File: config.mk
export PLATFORM = sky130hd
export DESIGN_NAME = narrow_router
export DESIGN_NICKNAME = d
export VERILOG_FILES = /design/src/mem_island_pkg.sv /design/src/narrow_router.sv
export SDC_FILE = /design/constraint.sdc
export NUM_CORES = 1
export LEC_CHECK = 0
export ABC_AREA = 1
export BUFFER_PORTS_ARGS = -buffer_cell sky130_fd_sc_hd__buf_2
export CORE_UTILIZATION = 28
export DETAILED_ROUTE_END_ITERATION = 10
export PLACE_DENSITY = 0.63
export SLEW_MARGIN = 10
export SYNTH_ARGS = -nofsm -noshare
export SYNTH_HDL_FRONTEND = slang
export SYNTH_SLANG_ARGS = --single-unit
File: constraint.sdc
create_clock -name clk_i -period 2.96 [get_ports clk_i]
set_input_delay 0.148 -clock clk_i [delete_from_list [all_inputs] [get_ports clk_i]]
set_output_delay 0.148 -clock clk_i [all_outputs]
set_load 0.02 [all_outputs]
File: src/mem_island_pkg.sv
/*
  Shared widths, bank counts and address field positions of the memory island.
  Request structs for the narrow ports, the wide port and a single bank.
*/
package mem_island_pkg;

  localparam int unsigned AddrWidth       = 32;
  localparam int unsigned NarrowDataWidth = 32;
  localparam int unsigned WideDataWidth   = 64;
  localparam int unsigned NarrowStrbWidth = NarrowDataWidth / 8;
  localparam int unsigned WideStrbWidth   = WideDataWidth / 8;

  localparam int unsigned NumWideBanks  = 2;
  localparam int unsigned NumSubBanks   = WideDataWidth / NarrowDataWidth;
  localparam int unsigned NumBanks      = NumWideBanks * NumSubBanks;
  localparam int unsigned BankAddrWidth = 8;
  localparam int unsigned WordsPerBank  = 1 << BankAddrWidth;
  localparam int unsigned BankSelWidth  = $clog2(NumBanks);

  // Address fields from the top are word in bank, wide bank, sub-bank and byte
  localparam int unsigned ByteOffWidth = $clog2(NarrowStrbWidth);
  localparam int unsigned BankAddrLsb  = ByteOffWidth + BankSelWidth;

  typedef struct packed {
    logic [AddrWidth-1:0]       addr;
    logic                       we;
    logic [NarrowDataWidth-1:0] wdata;
    logic [NarrowStrbWidth-1:0] strb;
  } narrow_req_t;

  typedef struct packed {
    logic [AddrWidth-1:0]     addr;
    logic                     we;
    logic [WideDataWidth-1:0] wdata;
    logic [WideStrbWidth-1:0] strb;
  } wide_req_t;

  typedef struct packed {
    logic [BankAddrWidth-1:0]   addr;
    logic                       we;
    logic [NarrowDataWidth-1:0] wdata;
    logic [NarrowStrbWidth-1:0] strb;
  } bank_req_t;

endpackage

File: src/narrow_router.sv
/*
  Narrow request router with one round-robin arbiter per bank.
  Grants are combinational; only the arbiter pointers are stored.
*/
`timescale 1ns/1ps

module narrow_router
  import mem_island_pkg::*;
#(
  parameter int unsigned NumNarrow    = 2,
  parameter int unsigned PortIdxWidth = (NumNarrow > 1) ? $clog2(NumNarrow) : 1
) (
  input  logic                                    clk_i,
  input  logic                                    rst_ni,
  input  logic        [NumNarrow-1:0]             req_i,
  input  narrow_req_t [NumNarrow-1:0]             data_i,
  output logic        [NumNarrow-1:0]             gnt_o,
  output logic        [NumBanks-1:0]              bank_valid_o,
  output bank_req_t   [NumBanks-1:0]              bank_req_o,
  output logic        [NumBanks-1:0][PortIdxWidth-1:0] bank_winner_o
);

  logic [NumBanks-1:0][PortIdxWidth-1:0] rr_q;

  // Search each bank from its pointer and let the first hit win
  always_comb begin
    int idx;
    gnt_o         = '0;
    bank_valid_o  = '0;
    bank_req_o    = '0;
    bank_winner_o = '0;
    for (int b = 0; b < NumBanks; b++) begin
      for (int k = 0; k < NumNarrow; k++) begin
        idx = int'(rr_q[b]) + k;
        if (idx >= NumNarrow) begin
          idx = idx - NumNarrow;
        end
        if (!bank_valid_o[b] && req_i[idx] &&
            data_i[idx].addr[ByteOffWidth +: BankSelWidth] == BankSelWidth'(b)) begin
          bank_valid_o[b]     = 1'b1;
          bank_winner_o[b]    = PortIdxWidth'(idx);
          gnt_o[idx]          = 1'b1;
          bank_req_o[b].addr  = data_i[idx].addr[BankAddrLsb +: BankAddrWidth];
          bank_req_o[b].we    = data_i[idx].we;
          bank_req_o[b].wdata = data_i[idx].wdata;
          bank_req_o[b].strb  = data_i[idx].strb;
        end
      end
    end
  end

  // Pointer moves one past the port that was just served
  always_ff @(posedge clk_i or negedge rst_ni) begin
    if (!rst_ni) begin
      rr_q <= '0;
    end else begin
      for (int b = 0; b < NumBanks; b++) begin
        if (bank_valid_o[b]) begin
          if (bank_winner_o[b] == PortIdxWidth'(NumNarrow - 1)) begin
            rr_q[b] <= '0;
          end else begin
            rr_q[b] <= bank_winner_o[b] + 1'b1;
          end
        end
      end
    end
  end

endmodule

==> flow_summary_export.csv <==
group,metric,value,unit
outcome,status,"completed",
route,ant_nets,0,
setup_path,cp-start-kind,"register",
setup_path,path_class,"register to output port",
layout,antenna_cells,0,
die,die_area,0.0169,mm²
synth,synthTopCellsByArea,"nand2_1 38%, o21ai_0 15%, nand3_1 15%, inv_1 7.6%, a21oi_1 5.1%",
route,num_vias,7294,
clock_network,cts.sinks,4,
setup_path,path_cells,"inv_2 > nand2_1 > nor2_1 > nor2_4 > buf_4 > nand3_1 > nand2_1 > buf_2",
synth,synth_nets,1182,
sta,fin_hold_ws,0.251,ns
placement,dpl.hpwl,14000,µm
sta,slew_violations,0,
layout,largest_reg_flops,4,
sta,fmax,0.423,GHz
route,drtPass1Iterations,5,
synth,ys_seq_elements,4,
route,avgViaCountPerCell,4.92,
route,avgRoutedWirePerCell,13.4,µm
sta,slew_headroom,30.0,%
clock_network,clk_path_buf_depth,2,
synth,syn_area_per_cell,4.42,µm²
grt,grt_pass1_vias,5914,
die,core_area,0.0159,mm²
sta,rsz0062_at_grt,"false",
clock_network,postCtsSetupBuffers,0,
clock_network,ctsHoldBuffers,1,
layout,fin_nets,1410,
layout,top_register,"rr_q",
synth,synth_cells,1040,
grt,gr-total-overflow,0,
power,irDropWorstVdd,459,µV
layout,utilization,38.3,%
grt,grt_max_degree,81,
die,initial_core_util,28.8,%
setup_path,max_stage_delay,0.44,ns
route,drc,0,
grt,antenna_found_initial,0,
clock_network,tritoncts,"yes",
sta,setup_viol,0,
sta,fin_crit,2.36,ns
layout,drive_gt1_share,25.3,%
synth,synth_cell_types,22,
route,drt_wl_total,19900,µm
layout,top_regs,"rr_q: 4 flops",
setup_path,end_kind,"output port",
die,rows,46,
setup_path,arrival,2.21,ns
job,maxCapViolCount,0,
placement,place_congestion,0.799,
synth,ys_seq_area_share,2.18,%
power,p_per_area,434,mW/mm²
synth,yosys_warnings,0,
min_path,hp-class,"input pin to asynchronous set/reset pin",
synth,yosysTopAreaCell,"nand2_1",
setup_path,worstPathMaxFanout,29,
synth,synth_area,0.00460,mm²
power,leakage,0.00402,µW
sta,setup_tns,0,ns
sta,hold_viol,0,
clock_network,cts.clk_slew.worst_paths,0.03,ns
die,ios,332,
route,drt_iter0_drc,461,
clock_network,cts.repair.resized,0,
grt,grt_pass1_wl,30700,µm
clock_network,htreeDepth,1,
grt,grtUsageTotal,22.1,%
clock_network,cts_root_buf,"clkbuf_16",
die,die_y,130,µm
synth,yosys.area.top_type_share,37.8,%
clock_network,numCtsBuffers,3,
setup_path,cpMaxStageDelayCell,"buf_4",
sta,worst_pin_slew,1.05,ns
setup_path,crit_path_frequent_cell,"nand2_1",
clock_network,clk_latency,0.23,ns
layout,synthToLayoutAreaGrowth,32.9,%
die,die_x,130,µm
sta,clock_skew,0,ns
sta,layout_worst_path_cycle_share,79.8,%
setup_path,crit_required,2.81,ns
placement,portBuffers,287,
## cells by family (layout without fill, tap and decap cells)
family	count (synthesis)	in the layout	synth area share, %
buffers and inverters	177	404	18.1
AOI/OAI and AO/OA	197	197	21.6
DFF	4	4	2.18
and+or+nand+nor	662	662	58.1
## Yosys cell counts, drive strengths merged
cell type	count
dfrtp	4
nor2	61
nand4	2
a21o	1
nand3b	1
nand2	464
clkbuf	16
buf	65
inv	95
a21oi	48
nand3	134
o21ai	148
clkinv	1
## routing by layer
metal	vias to the layer above	track usage, %	wire length [µm]
met3	14	2.46	1660
met2	318	40.1	9550
met1	3221	28.8	8580
met4	0	2.33	144
li1	3741	-	-
met5	-	0	0
## worst max-delay path: cells and delay by family (launching register included)
kind	cells	cell delay [ns]
simple gates	5	0.79
buf+inv	3	0.76
flops	1	0.41
## layout make-up
type / count / area [µm²]
Sequential cell: 4 / 105
Tap cell: 216 / 270
Fill cell: 1848 / 9830
Clock buffer: 4 / 78.8
Inverter: 96 / 360
Multi-Input combinational cell: 859 / 3710
Timing Repair Buffer: 304 / 1590
## power breakdown
group	leakage [µW]	switching [µW]	internal, µW
Clock	0.0000382	42.4	178
Combinational	0.00393	1660	681
Sequential	0.0000452	18.2	74.6
## final timing paths
| kind | from | cells after the start | to | slack [ns] |
|---|---|---|---|---|
| min reg2reg | rr_q[2]$_DFFE_PN0P_ | 2 | rr_q[2]$_DFFE_PN0P_ | 0.54 |
| min | rst_ni | 2 | rr_q[2]$_DFFE_PN0P_ | 0.25 |
| max reg2reg | rr_q[0]$_DFFE_PN0P_ | 6 | rr_q[0]$_DFFE_PN0P_ | 1.35 |
| max | rr_q[0]$_DFFE_PN0P_ | 8 | bank_req_o[17] | 0.60 |
| max in group asynchronous | rst_ni | 2 | rr_q[3]$_DFFE_PN0P_ | 2.57 |
| min in group clk_i | data_i[39] | 3 | rr_q[3]$_DFFE_PN0P_ | 0.35 |
## per-stage QoR
stage / cells / cell area (µm²) / power [µW] / setup WS (ns)
after floorplan: 1040 / 4600 / 1740 / 1.35
after global placement: 1478 / 6020 / 2400 / 0.830
after detailed placement: 1478 / 6020 / 2430 / 0.820
after CTS: 1483 / 6110 / 2660 / 0.576
after global routing: 1483 / 6110 / 2920 / 0.362
final: 1483 / 6110 / 2650 / 0.598
## cell usage in the layout (no fill, tap or decap), types with 3 or more instances in the layout
master | synthesis | layout
a21oi_1 | 47 | 47
inv_1 | 93 | 93
o21ai_0 | 141 | 141
nand2_1 | 463 | 459
nor2_4 | 1 | 4
nand2_2 | 1 | 5
buf_2 | 42 | 287
nor2_1 | 59 | 56
clkbuf_16 | 0 | 3
buf_4 | 13 | 14
o21ai_1 | 7 | 7
nand3_1 | 134 | 134
Power figures use the tool's default switching activity.
