`src/mem_island_pkg.sv`:
```
/*
  Shared widths, bank counts and address field positions of the memory island.
  Request structs for the narrow ports, the wide port and a single bank.
*/
package mem_island_pkg;

  localparam int unsigned AddrWidth       = 32;
  localparam int unsigned NarrowDataWidth = 32;
  localparam int unsigned WideDataWidth   = 64;
  localparam int unsigned NarrowStrbWidth = NarrowDataWidth / 8;
  localparam int unsigned WideStrbWidth   = WideDataWidth / 8;

  localparam int unsigned NumWideBanks  = 2;
  localparam int unsigned NumSubBanks   = WideDataWidth / NarrowDataWidth;
  localparam int unsigned NumBanks      = NumWideBanks * NumSubBanks;
  localparam int unsigned BankAddrWidth = 8;
  localparam int unsigned WordsPerBank  = 1 << BankAddrWidth;
  localparam int unsigned BankSelWidth  = $clog2(NumBanks);

  // Address fields from the top are word in bank, wide bank, sub-bank and byte
  localparam int unsigned ByteOffWidth = $clog2(NarrowStrbWidth);
  localparam int unsigned BankAddrLsb  = ByteOffWidth + BankSelWidth;

  typedef struct packed {
    logic [AddrWidth-1:0]       addr;
    logic                       we;
    logic [NarrowDataWidth-1:0] wdata;
    logic [NarrowStrbWidth-1:0] strb;
  } narrow_req_t;

  typedef struct packed {
    logic [AddrWidth-1:0]     addr;
    logic                     we;
    logic [WideDataWidth-1:0] wdata;
    logic [WideStrbWidth-1:0] strb;
  } wide_req_t;

  typedef struct packed {
    logic [BankAddrWidth-1:0]   addr;
    logic                       we;
    logic [NarrowDataWidth-1:0] wdata;
    logic [NarrowStrbWidth-1:0] strb;
  } bank_req_t;

endpackage

```
`src/wide_splitter.sv`:
```
/*
  Wide port splitter onto the two sub-banks of one wide bank.
  All-or-nothing grant and read data join one cycle later.
*/
`timescale 1ns/1ps

module wide_splitter
  import mem_island_pkg::*;
(
  input  logic                                      clk_i,
  input  logic                                      rst_ni,
  input  logic                                      req_i,
  input  wide_req_t                                 data_i,
  output logic      [NumBanks-1:0]                  bank_valid_o,
  output bank_req_t [NumBanks-1:0]                  bank_req_o,
  input  logic      [NumBanks-1:0]                  bank_accept_i,
  output logic                                      gnt_o,
  input  logic      [NumBanks-1:0][NarrowDataWidth-1:0] rdata_i,
  output logic                                      rvalid_o,
  output logic      [WideDataWidth-1:0]             rdata_o
);

  localparam int unsigned WselWidth = $clog2(NumWideBanks);
  localparam int unsigned WselLsb   = ByteOffWidth + $clog2(NumSubBanks);

  logic [WselWidth-1:0] wsel;
  logic [WselWidth-1:0] wsel_q;
  logic                 rvalid_q;

  assign wsel = data_i.addr[WselLsb +: WselWidth];

  // Both halves must be free of narrow traffic
  assign gnt_o = req_i & (&bank_accept_i[wsel * NumSubBanks +: NumSubBanks]);

  for (genvar b = 0; b < NumBanks; b++) begin : gen_bank
    localparam int unsigned W = b / NumSubBanks;
    localparam int unsigned S = b % NumSubBanks;

    assign bank_valid_o[b]     = gnt_o && (wsel == WselWidth'(W));
    assign bank_req_o[b].addr  = data_i.addr[BankAddrLsb +: BankAddrWidth];
    assign bank_req_o[b].we    = data_i.we;
    assign bank_req_o[b].wdata = data_i.wdata[S * NarrowDataWidth +: NarrowDataWidth];
    assign bank_req_o[b].strb  = data_i.strb[S * NarrowStrbWidth +: NarrowStrbWidth];
  end

  always_ff @(posedge clk_i or negedge rst_ni) begin
    if (!rst_ni) begin
      rvalid_q <= 1'b0;
      wsel_q   <= '0;
    end else begin
      rvalid_q <= gnt_o;
      wsel_q   <= wsel;
    end
  end

  assign rvalid_o = rvalid_q;
  // Sub-bank 1 forms the upper half
  assign rdata_o  = rdata_i[wsel_q * NumSubBanks +: NumSubBanks];

endmodule
```
`config.mk`:
```
export PLATFORM = sky130hd
export DESIGN_NAME = wide_splitter
export DESIGN_NICKNAME = d
export VERILOG_FILES = /design/src/mem_island_pkg.sv /design/src/wide_splitter.sv
export SDC_FILE = /design/constraint.sdc
export NUM_CORES = 1
export LEC_CHECK = 0
export BUFFER_PORTS_ARGS = -buffer_cell sky130_fd_sc_hd__buf_2
export CORE_AREA = 2 2 192 194
export CTS_CLUSTER_DIAMETER = 30
export DETAILED_ROUTE_END_ITERATION = 16
export DIE_AREA = 0 0 194 196
export HOLD_SLACK_MARGIN = 0.12
export PLACE_DENSITY = 0.32
export SLEW_MARGIN = 5
export SYNTH_ARGS = -nofsm -noshare
export SYNTH_HDL_FRONTEND = slang
export SYNTH_SLANG_ARGS = --single-unit
```
`constraint.sdc`:
```
create_clock -name clk_i -period 1.45 [get_ports clk_i]
set_input_delay 0.29 -clock clk_i [delete_from_list [all_inputs] [get_ports clk_i]]
set_output_delay 0.29 -clock clk_i [all_outputs]
set_load 0.1 [all_outputs]
```
==> reports/results.env <==
START_UTIL_PCT=6.980
WORST_SETUP_PATH_END_KIND='output port'
DRT_FIRST_ITER_VIOLATIONS=34
ROUTED_VIAS=1750
POSTSYNTHNETCOUNT=498
HOLD-PATH-CELL-COUNT=1
GRT_SETUP_UNREPAIRED='yes'
POST_ROUTE_CELLS_DRIVE_ABOVE_1_SHARE_PCT=98.96
TIMING.CRITICAL_PATH.FANOUT_MAX=16
IO-PIN-COUNT=490
DIE-AREA_UM2=38020
MOSTFREQUENTLAYOUTCELL='buf_2'
CLK_PIN_SLEW_WORST_PATHS_NS=0.03
TRITONCTS_NUM_SINKS=2
PERIOD_MINUS_SLACK_NS=1.792
POSTROUTEWIRELENGTH_MM=12.76
CAP_VIOL_MAX_COUNT=0
HOLD_PATH_CLASS='input pin to flop'
DIE_H_UM=196
DRC=0
GRT_PASS1_VIAS=1940
AREA_DELTA_SYNTH_FINAL_PCT=54.89
COREAREA_UM2=36080
WL_PER_CELL_UM=16.87
FIN_AREA_UM2=3901
ANTENNA_FOUND_INITIAL=2
IO_BUFFER_COUNT=205
MAXCLOCKFREQUENCY_MHz=558.0
NUMBER_OF_ROWS_IN_THE_CORE_AREA=70
GLOBAL_ROUTE_WIRE_LENGTH_BEFORE_REPAIR_MM=16.97
NUM-NETS-FINAL=529
WORSTPATHREQUIRED_NS=1.16
FINAL_MAX_SLEW_VIOL_COUNT=0
DETAIL-ROUTE-ANTENNA-NETS=0
YS_SEQ_AREA_SHARE_PCT=1.987
VIOLATIONS_IN_THE_FINAL_REPORTS='setup timing'
YS_SEQ_ELEMENTS=2
WORST-ENDPOINT-ARRIVAL_NS=1.50
LEAKAGEPOWER_nW=1.835
WORST-SETUP-PATH-TYPE='flop to output port'
FINAL_CELL_COUNT_NO_FILL=756
MAXIMUM_NUMBER_OF_PINS_ON_ONE_NET_BEFORE_GLOBAL_ROUTE_REPAIR=17
POSTSYNTHAREAPERCELL_UM2=9.762
VIA_PER_INST=2.315
PLACEDCELLCOUNT=750
MAX-CLOCK-PATH-BUFFERS=2
PLACE_AREA_UM2=3794
TIMING_WORST_SLEW_PIN_VALUE_NS=0.1831
GLOBAL_ROUTE.OVERFLOW_TOTAL=0
STATUS='finished with violations'
CTS-HTREE-LEVELS=1
GROUTE.USAGE.OVERALL_PCT=6.385
CRITPATHLAUNCHTYPE='flop'
REPORT.FINAL.SETUP_VIOL=64
MAXSLEWHEADROOM_PCT=87.80
IRDROPWORSTVDD_uV=515.5
ANTENNA_CELLS_INSERTED=0
PLACE.GP.CONGESTION=0.7142
FINAL_CRITICAL_PATH_SHARE_OF_THE_CLOCK_PERIOD_PCT=123.6
DETAILEDPLACE.WORSTSLACK_NS=-0.1037
CTS_TREE='done'
CHIPWIDTH_UM=194
SYNTH_CELL_TYPE_COUNT=9
SYNTHESIS.YOSYS.WARNINGS=0
SYNTHESIS.INSTANCES=258
MOST-COMMON-LAYOUT-CELLS='buf_2 (135), buf_12 (73), mux2_4 (61), buf_4 (4)'
DETAILEDPLACEMENTHPWL_MM=11.46
FINALHOLDVIOLATIONS=0
POWER_DENSITY_OVER_CELL_AREA_nW_PER_UM2=732.9
AGGREGATE_NEGATIVE_SETUP_SLACK_NS=-19.49
CTSROOTBUFFERMASTER='clkbuf_16'
NUMCTSBUFFERS=3
POST_SYNTH_INSTANCE_AREA_UM2=2519
LAYOUT_SETUP_WS_NS=-0.3423
DRT_PRE_ANTENNA_ITERS=4
[path summary, 6_finish.rpt]
path,startpoint,slack (ns),end
max,wsel_q,-0.34,rdata_o[33]
min,data_i[76],0.21,wsel_q
max in group asynchronous,rst_ni,0.90,wsel_q
min in group asynchronous,rst_ni,0.44,wsel_q
[where the power goes]
group          switching (mW)  internal (mW)  total, mW  leakage, nW
combinational            1.43          0.920       2.35         1.77
clock                  0.0744          0.363      0.437       0.0382
sequential            0.00769         0.0600     0.0677       0.0242
[layout make-up]
type | instances | area [um^2]
Clock buffer | 4 | 78.83
Fill cell | 4156 | 32180
Multi-Input combinational cell | 67 | 983.4
Sequential cell | 2 | 53.80
Tap cell | 468 | 585.6
Timing Repair Buffer | 215 | 2200
[cells by family (layout without fill, tap and decap cells)]
kind of cell           Yosys count  in the layout  share of synthesized area, %
buffers and inverters          189            219                         59.46
DFF                              2              2                         1.987
muxes                           64             64                         37.56
and+or+nand+nor                  3              3                        0.9938
[registers in the layout (all words and copies together) (netlist names)]
| register | cells |
|---|---|
| rvalid_o | 1 |
| wsel_q | 1 |
[per-stage QoR]
stage / total power, mW / hold WS, ns / utilization, %
floorplan: 3.834 / -0.005591 / -
global placement: 2.436 / 0.07960 / 10.51
detailed placement: 2.431 / 0.08269 / 10.51
finish: 2.859 / 0.2123 / 10.81
global route: 2.946 / 0.2091 / 10.81
CTS: 2.894 / 0.2095 / 10.78
[synthesized netlist by cell type]
library cell  instances  area, um^2
buf_4               182        1366
mux2_4               60       900.9
buf_12                6       120.1
mux2_2                4       45.04
dfrtp_1               2       50.05
and4_1                1       8.760
and4b_1               1       10.01
buf_6                 1       11.26
or2_2                 1       6.260
[critical path, stage by stage (launching register included)]
cell     delay [ns]
dfrtp_4        0.55
buf_12         0.19
mux2_4         0.34
buf_12         0.17
[what timing repair did]
action / 4_1_cts / 5_1_grt
setup endpoints to repair: 64 / 64
buffers inserted: 0 / 1
gates resized for setup: 2 / 1
cloned: 0 / 0
pin swaps: 0 / 0
endpoints found under the hold margin: 2 / 0
hold buffers: 1 / 0
[per-layer routing]
layer	wire length, um	track usage (%)
met4	692	3.844
met2	6436	11.73
met3	1769	2.922
met1	3857	5.724
met5	0	0
Note: power is estimated with default switching activity, not from simulation.
