`config.mk`:
```
export PLATFORM = sky130hd
export DESIGN_NAME = rsp_router
export DESIGN_NICKNAME = d
export VERILOG_FILES = /design/src/mem_island_pkg.sv /design/src/rsp_router.sv
export SDC_FILE = /design/constraint.sdc
export NUM_CORES = 1
export LEC_CHECK = 0
export ABC_CLOCK_PERIOD_IN_PS = 1600
export BUFFER_PORTS_ARGS = -buffer_cell sky130_fd_sc_hd__buf_2
export CORE_MARGIN = 2
export CORE_UTILIZATION = 41
export DETAILED_ROUTE_END_ITERATION = 8
export GPL_TIMING_DRIVEN = 0
export PLACE_DENSITY_LB_ADDON = 0.12
export SKIP_CTS_REPAIR_TIMING = 1
export SLEW_MARGIN = 25
export SYNTH_ARGS = -nofsm -noshare
export SYNTH_HDL_FRONTEND = slang
export SYNTH_SLANG_ARGS = --single-unit
export TNS_END_PERCENT = 1
```
`constraint.sdc`:
```
create_clock -name clk_i -period 1.6 [get_ports clk_i]
set_input_delay 0.16 -clock clk_i [delete_from_list [all_inputs] [get_ports clk_i]]
set_output_delay 0.16 -clock clk_i [all_outputs]
set_load 0.005 [all_outputs]
```
`src/mem_island_pkg.sv`:
```
/*
  Shared widths, bank counts and address field positions of the memory island.
  Request structs for the narrow ports, the wide port and a single bank.
*/
package mem_island_pkg;

  localparam int unsigned AddrWidth       = 32;
  localparam int unsigned NarrowDataWidth = 32;
  localparam int unsigned WideDataWidth   = 64;
  localparam int unsigned NarrowStrbWidth = NarrowDataWidth / 8;
  localparam int unsigned WideStrbWidth   = WideDataWidth / 8;

  localparam int unsigned NumWideBanks  = 2;
  localparam int unsigned NumSubBanks   = WideDataWidth / NarrowDataWidth;
  localparam int unsigned NumBanks      = NumWideBanks * NumSubBanks;
  localparam int unsigned BankAddrWidth = 8;
  localparam int unsigned WordsPerBank  = 1 << BankAddrWidth;
  localparam int unsigned BankSelWidth  = $clog2(NumBanks);

  // Address fields from the top are word in bank, wide bank, sub-bank and byte
  localparam int unsigned ByteOffWidth = $clog2(NarrowStrbWidth);
  localparam int unsigned BankAddrLsb  = ByteOffWidth + BankSelWidth;

  typedef struct packed {
    logic [AddrWidth-1:0]       addr;
    logic                       we;
    logic [NarrowDataWidth-1:0] wdata;
    logic [NarrowStrbWidth-1:0] strb;
  } narrow_req_t;

  typedef struct packed {
    logic [AddrWidth-1:0]     addr;
    logic                     we;
    logic [WideDataWidth-1:0] wdata;
    logic [WideStrbWidth-1:0] strb;
  } wide_req_t;

  typedef struct packed {
    logic [BankAddrWidth-1:0]   addr;
    logic                       we;
    logic [NarrowDataWidth-1:0] wdata;
    logic [NarrowStrbWidth-1:0] strb;
  } bank_req_t;

endpackage

```
`src/rsp_router.sv`:
```
/*
  Narrow response path that remembers the granted port per bank
  and returns rvalid and read data one cycle later.
*/
`timescale 1ns/1ps

module rsp_router
  import mem_island_pkg::*;
#(
  parameter int unsigned NumNarrow    = 2,
  parameter int unsigned PortIdxWidth = (NumNarrow > 1) ? $clog2(NumNarrow) : 1
) (
  input  logic                                      clk_i,
  input  logic                                      rst_ni,
  input  logic [NumBanks-1:0]                       bank_valid_i,
  input  logic [NumBanks-1:0][PortIdxWidth-1:0]     bank_winner_i,
  input  logic [NumBanks-1:0][NarrowDataWidth-1:0]  bank_rdata_i,
  output logic [NumNarrow-1:0]                      rvalid_o,
  output logic [NumNarrow-1:0][NarrowDataWidth-1:0] rdata_o
);

  logic [NumBanks-1:0]                   valid_q;
  logic [NumBanks-1:0][PortIdxWidth-1:0] winner_q;

  always_ff @(posedge clk_i or negedge rst_ni) begin
    if (!rst_ni) begin
      valid_q  <= '0;
      winner_q <= '0;
    end else begin
      valid_q  <= bank_valid_i;
      winner_q <= bank_winner_i;
    end
  end

  // A port wins at most one bank per cycle
  always_comb begin
    rvalid_o = '0;
    rdata_o  = '0;
    for (int b = 0; b < NumBanks; b++) begin
      if (valid_q[b]) begin
        rvalid_o[winner_q[b]] = 1'b1;
        rdata_o[winner_q[b]]  = bank_rdata_i[b];
      end
    end
  end

endmodule

```
==> flow_summary.toml, run 1 <==
[placement]
place_congestion = 0.854
port_buffers = 203
hpwl_mm = 8.45
dp_slack_ns = -0.248
place_area_um2 = 3730
place_inst = 644

[layout]
fin_cells = 653
mostFrequentLayoutCells = "206 x buf_2, 63 x inv_1, 62 x nand3_1, 33 x nor2_1, 30 x o221a_2"
fin_util_pct = 67.7
layout-area-overhead-vs-synth_pct = 62.2
nNetsFinal = 716
finish.instance_area_um2 = 4250
fillCellCount = 575
diodes = 0
layout-drive-gt1-share_pct = 61.6
final_common_cell = "buf_2"

[synth]
syn-num-nets = 502
synthTopCellsByArea = "a221oi_2 17%, o221a_2 13%, nand3_1 12%, inv_1 9.0%, a211oi_1 8.9%"
ys_warn_count = 0
synth.largest_area_cell = "a221oi_2"
syn-cell-area_um2 = 2620
synth_area_per_cell_um2 = 7.20
synth_cells = 364
synth_top_area_share_pct = 17.2
netlist-cell-type-count = 28
yosysSeqAreaShare_pct = 7.64
synth-seq-cells = 8

[power]
peakVddDrop_v = 0.000645
pwr_density_cell_nw_per_um2 = 420
p_leak_nw = 2.09
total_power_mw = 1.78

[timing]
min_period_ns = 1.89
hold_slack_ns = 0.0374
rsz0062_at_grt = "yes"
setup-violations-final = 66
hold_viol = 0
timing.final.crit_share_pct = 118
fin_ws_ns = -0.291
fmax_mhz = 529
worst_pin_slew_ns = 0.450
slew_violations = 0
slew-limit-headroom_pct = 70.0
fin_tns_setup_ns = -16.04

[worst_setup_path]
crit_end = "rdata_o[45]"
critPathKind = "reg -> out"
worstPathArrival_ns = 1.73
startpoint_type = "flop"
cp_max_fo = 10
crit_path_end_kind = "primary output"
worstPathRequired_ns = 1.44
startpoint = "valid_q[1]"

[detailed_routing]
dr_total_vias = 3932
drtPass1Iterations = 5
avgRoutedWirePerCell_um = 17.7
drt_iter0_drc = 234
drc_errors = 0
routed_wl_mm = 11.6
routed_via_density = 6.02
ant_nets = 0

[floorplan]
io_pins = 204
num_rows = 29
die-area_um2 = 7050
coreArea_um2 = 6280
die_w_um = 84.0
die_h_um = 84.0
start_util_pct = 41.8

[global_route]
grt_first_pass_wirelength_mm = 17.5
track_usage_pct = 29.4
grt_antenna_before_repair = 0
first_global_vias = 3700
grt-ovfl-total = 0
grt_max_degree = 11

[run]
drv_cap = 0

[run_status]
status = "complete, but fails checks"
violations = "setup timing"

[clocking]
clock-root-buffer = "clkbuf_8"
tritoncts_num_sinks = 8
htreeDepth = 1
clockBufferDepth = 2
clk_pin_slew_ns = 0.04
tritoncts = "yes"
cts_buffers = 3

[min_path]
hold_class = "in -> reg"
min_from = "bank_valid_i[3]"
==> critical path, cell delays in order, from the launching register on <==
cell      delay [ns]
dfrtp_1         0.36
buf_6           0.14
and2_4          0.19
buf_6           0.15
o311ai_1        0.33
o221a_2         0.24
buf_2           0.10
==> synth_stat cells <==
library cell	n
buf_4	1
mux2i_1	1
nand4b_1	1
o221a_2	30
o311ai_0	25
o311ai_1	6
a221oi_1	1
nor2b_1	4
dfrtp_1	8
inv_1	63
buf_6	8
o211ai_1	1
a211oi_1	31
o211a_1	1
and2_4	2
buf_2	19
nand3_1	65
nor2_1	34
nand3b_1	1
a311oi_1	1
nor4b_1	1
a221oi_2	30
nand2_1	3
a22oi_1	1
o221a_1	1
nand2b_1	2
clkbuf_1	22
and3b_1	1
==> where the power goes <==
| part | switching, mW | internal (mW) | total [mW] |
|---|---|---|---|
| logic | 0.655 | 0.667 | 1.32 |
| registers | 0.0119 | 0.214 | 0.226 |
| clock network | 0.0735 | 0.162 | 0.236 |
| total | 0.741 | 1.04 | 1.78 |
==> registers in the layout, indices dropped and copies added, names as in the netlist <==
signal and count:
valid_q 4, winner_q 4
==> per-layer routing <==
metal,wire length [µm],vias up,track usage (%)
li1,-,1828,-
met5,0,-,0
met1,4670,1840,37.7
met3,986,26,3.36
met2,5740,238,51.7
met4,195,0,8.50
==> worst min path at each step <==
stage	depth (start not counted)	end	slack, ns
global placement	1	winner_q[1]	0.001
global route	1	valid_q[3]	0.03
floorplan	0	valid_q[0]	-0.14
detailed placement	1	valid_q[1]	0.006
finish	1	valid_q[3]	0.04
CTS	1	winner_q[1]	-0.24
==> kinds of logic (layout without fill, tap and decap cells) <==
logic type / Yosys count / in the layout / share of synthesized area, %
and+or+nand+nor: 114 / 114 / 21.1
muxes: 1 / 1 / 0.382
DFF: 8 / 8 / 7.64
AOI/OAI and AO/OA: 128 / 128 / 51.4
buffers and inverters: 113 / 325 / 19.5
==> layout make-up <==
type	count	area, µm²	share of cell area [%]
plain buffers	48	404	9.50
clock buffers	3	41.3	0.971
inverters	63	236	5.56
multi-input cells	243	2160	50.8
flip-flops and latches	8	201	4.74
well taps	77	96.3	2.27
repair buffers	211	1110	26.2
Power figures use the tool's default switching activity.
==> run 2: changes to the inputs <==
SKIP_LAST_GASP = 1   (was not set)
==> run 2 against run 1 <==
Compared with the run above:
- the run still ends with setup timing left
- cell count unchanged
- fmax up 0.26%
- non-clock buffer count unchanged
- critical path depth unchanged
- global-route usage unchanged
- design area down 0.24%
- wire length down 0.28%
- clock-buffer cell count unchanged
- via count about the same
- core utilization down 0.16 points
- largest cell class unchanged
- largest power group unchanged
==> flow_summary.toml, run 2 (synthesis gave the netlist of run 1 again) <==
[run_status]
status = "complete, but fails checks"
violations = "setup timing"

[detailed_routing]
drtPass1Iterations = 5
routed_wl_mm = 11.6
dr_total_vias = 3934
drc_errors = 0
avgRoutedWirePerCell_um = 17.7
ant_nets = 0
drt_iter0_drc = 224
routed_via_density = 6.02

[timing]
setup-violations-final = 66
fin_ws_ns = -0.286
timing.final.crit_share_pct = 118
fmax_mhz = 530
worst_pin_slew_ns = 0.479
hold_viol = 0
rsz0062_at_grt = "yes"
slew_violations = 0
min_period_ns = 1.89
slew-limit-headroom_pct = 68.1

[floorplan]
io_pins = 204
coreArea_um2 = 6280
num_rows = 29
die-area_um2 = 7050
die_h_um = 84.0
die_w_um = 84.0
start_util_pct = 41.8

[power]
p_seq_share_pct = 12.7
p_leak_nw = 2.08
pwr-share-clk_pct = 13.1
p_int_mw = 1.04
switching_share_pct = 41.5
peakVddDrop_v = 0.000638
pwr_density_cell_nw_per_um2 = 419
p_switching_mw = 0.738
pwr-share-comb_pct = 74.2

[worst_setup_path]
worst-path-buf-inv = 3
cpMostUsedCell = "buf_6"
cp_max_fo = 10
crit_path_end_kind = "primary output"
critPathKind = "reg -> out"
cp_top_family = "compound AO/OA/AOI/OAI gates"
cpMaxStageDelayCell = "dfrtp_1"
worstPathCellList = "buf_6 -> and2_4 -> buf_6 -> o311ai_1 -> o221a_2 -> buf_2"
worstPathRequired_ns = 1.44
worstPathArrival_ns = 1.73
startpoint_type = "flop"
crit_cells = 6
max_stage_delay_ns = 0.36

[layout]
reg.largest.list = "valid_q: 4 flops, winner_q: 4 flops"
ff_latch_area_um2 = 201
multiInputGateArea_um2 = 2160
layout-drive-gt1-share_pct = 61.1
final_common_cell = "buf_2"
mostFrequentLayoutCells = "207 x buf_2, 63 x inv_1, 62 x nand3_1, 34 x nor2_1, 30 x o221a_2"
finish.instance_area_um2 = 4240
fillCellCount = 577
layout-area-overhead-vs-synth_pct = 61.9
diodes = 0
nNetsFinal = 716

[clocking]
tritoncts_num_sinks = 8
clock-root-buffer = "clkbuf_8"
htreeDepth = 1
clk_pin_slew_ns = 0.04
cts_buffers = 3
tritoncts = "yes"
clockBufferDepth = 2

[placement]
dp_slack_ns = -0.248
place_area_um2 = 3730
place_congestion = 0.854
hpwl_mm = 8.45
port_buffers = 203

[global_route]
use_met2_pct = 51.7
grtUsageMet3_pct = 3.36
grt_max_degree = 11
grt_antenna_before_repair = 0
grt_use_met1_pct = 37.7
track_usage_pct = 29.4
grt_first_pass_wirelength_mm = 17.5
first_global_vias = 3700
grt-ovfl-total = 0
top_usage_layer = "met2"

[run]
drv_cap = 0

[min_path]
worstHoldPathCells = 1
hold_class = "in -> reg"
[run 2: changes by cell type in the layout (fill, tap and decap cells not counted)]
| cell | delta |
|---|---|
| clkbuf_1 | +2 |
| clkbuf_2 | -1 |
| clkbuf_4 | +1 |
| buf_4 | -3 |
| buf_2 | +1 |
| nor2_1 | +1 |
| nor2_2 | -1 |
[run 2: final timing paths]
| path | from | slack, ns | to |
|---|---|---|---|
| max in group asynchronous | rst_ni | 1.11 | valid_q[3] |
| worst min-delay path | bank_valid_i[3] | 0.04 | valid_q[3] |
| worst max-delay path | valid_q[1] | -0.29 | rdata_o[51] |
| min in group asynchronous | rst_ni | 0.31 | winner_q[1] |
[run 2: per-stage QoR]
step | hold WS (ns) | utilization, % | TNS, ns | power [mW] | cells
floorplan | -0.136 | - | 0 | 0.845 | 364
detailed placement | 0.00573 | 59.5 | -11.07 | 1.36 | 644
finish | 0.0393 | 67.6 | -16.31 | 1.78 | 653
global route | 0.0270 | 67.6 | -20.16 | 1.90 | 653
global placement | 0.00119 | 59.5 | -10.17 | 1.35 | 644
CTS | -0.235 | 60.1 | -27.46 | 1.61 | 647
[run 2: cell type report]
type	instances	area share [%]
Tap cell	77	2.27
Multi-Input combinational cell	243	50.8
Inverter	63	5.57
Sequential cell	8	4.75
Timing Repair Buffer	211	26.2
Clock buffer	3	0.973
Buffer	48	9.35
[run 2: power groups by stage]
| stage | registers [mW] | logic [mW] | clock network [mW] |
|---|---|---|---|
| final | 0.226 | 1.32 | 0.233 |
| after CTS | 0.223 | 1.14 | 0.242 |
| after detailed placement | 0.225 | 1.14 | 0 |
| after global routing | 0.227 | 1.42 | 0.259 |
| after global placement | 0.225 | 1.12 | 0 |
| after floorplan | 0.223 | 0.622 | 0 |
[run 2: per-layer routing]
metal	wire (µm)	share of wire, %	up-vias
li1	-	-	1837
met1	4630	40	1813
met2	5700	49	255
met3	1020	8.8	29
met4	206	1.8	0
met5	0	0	-
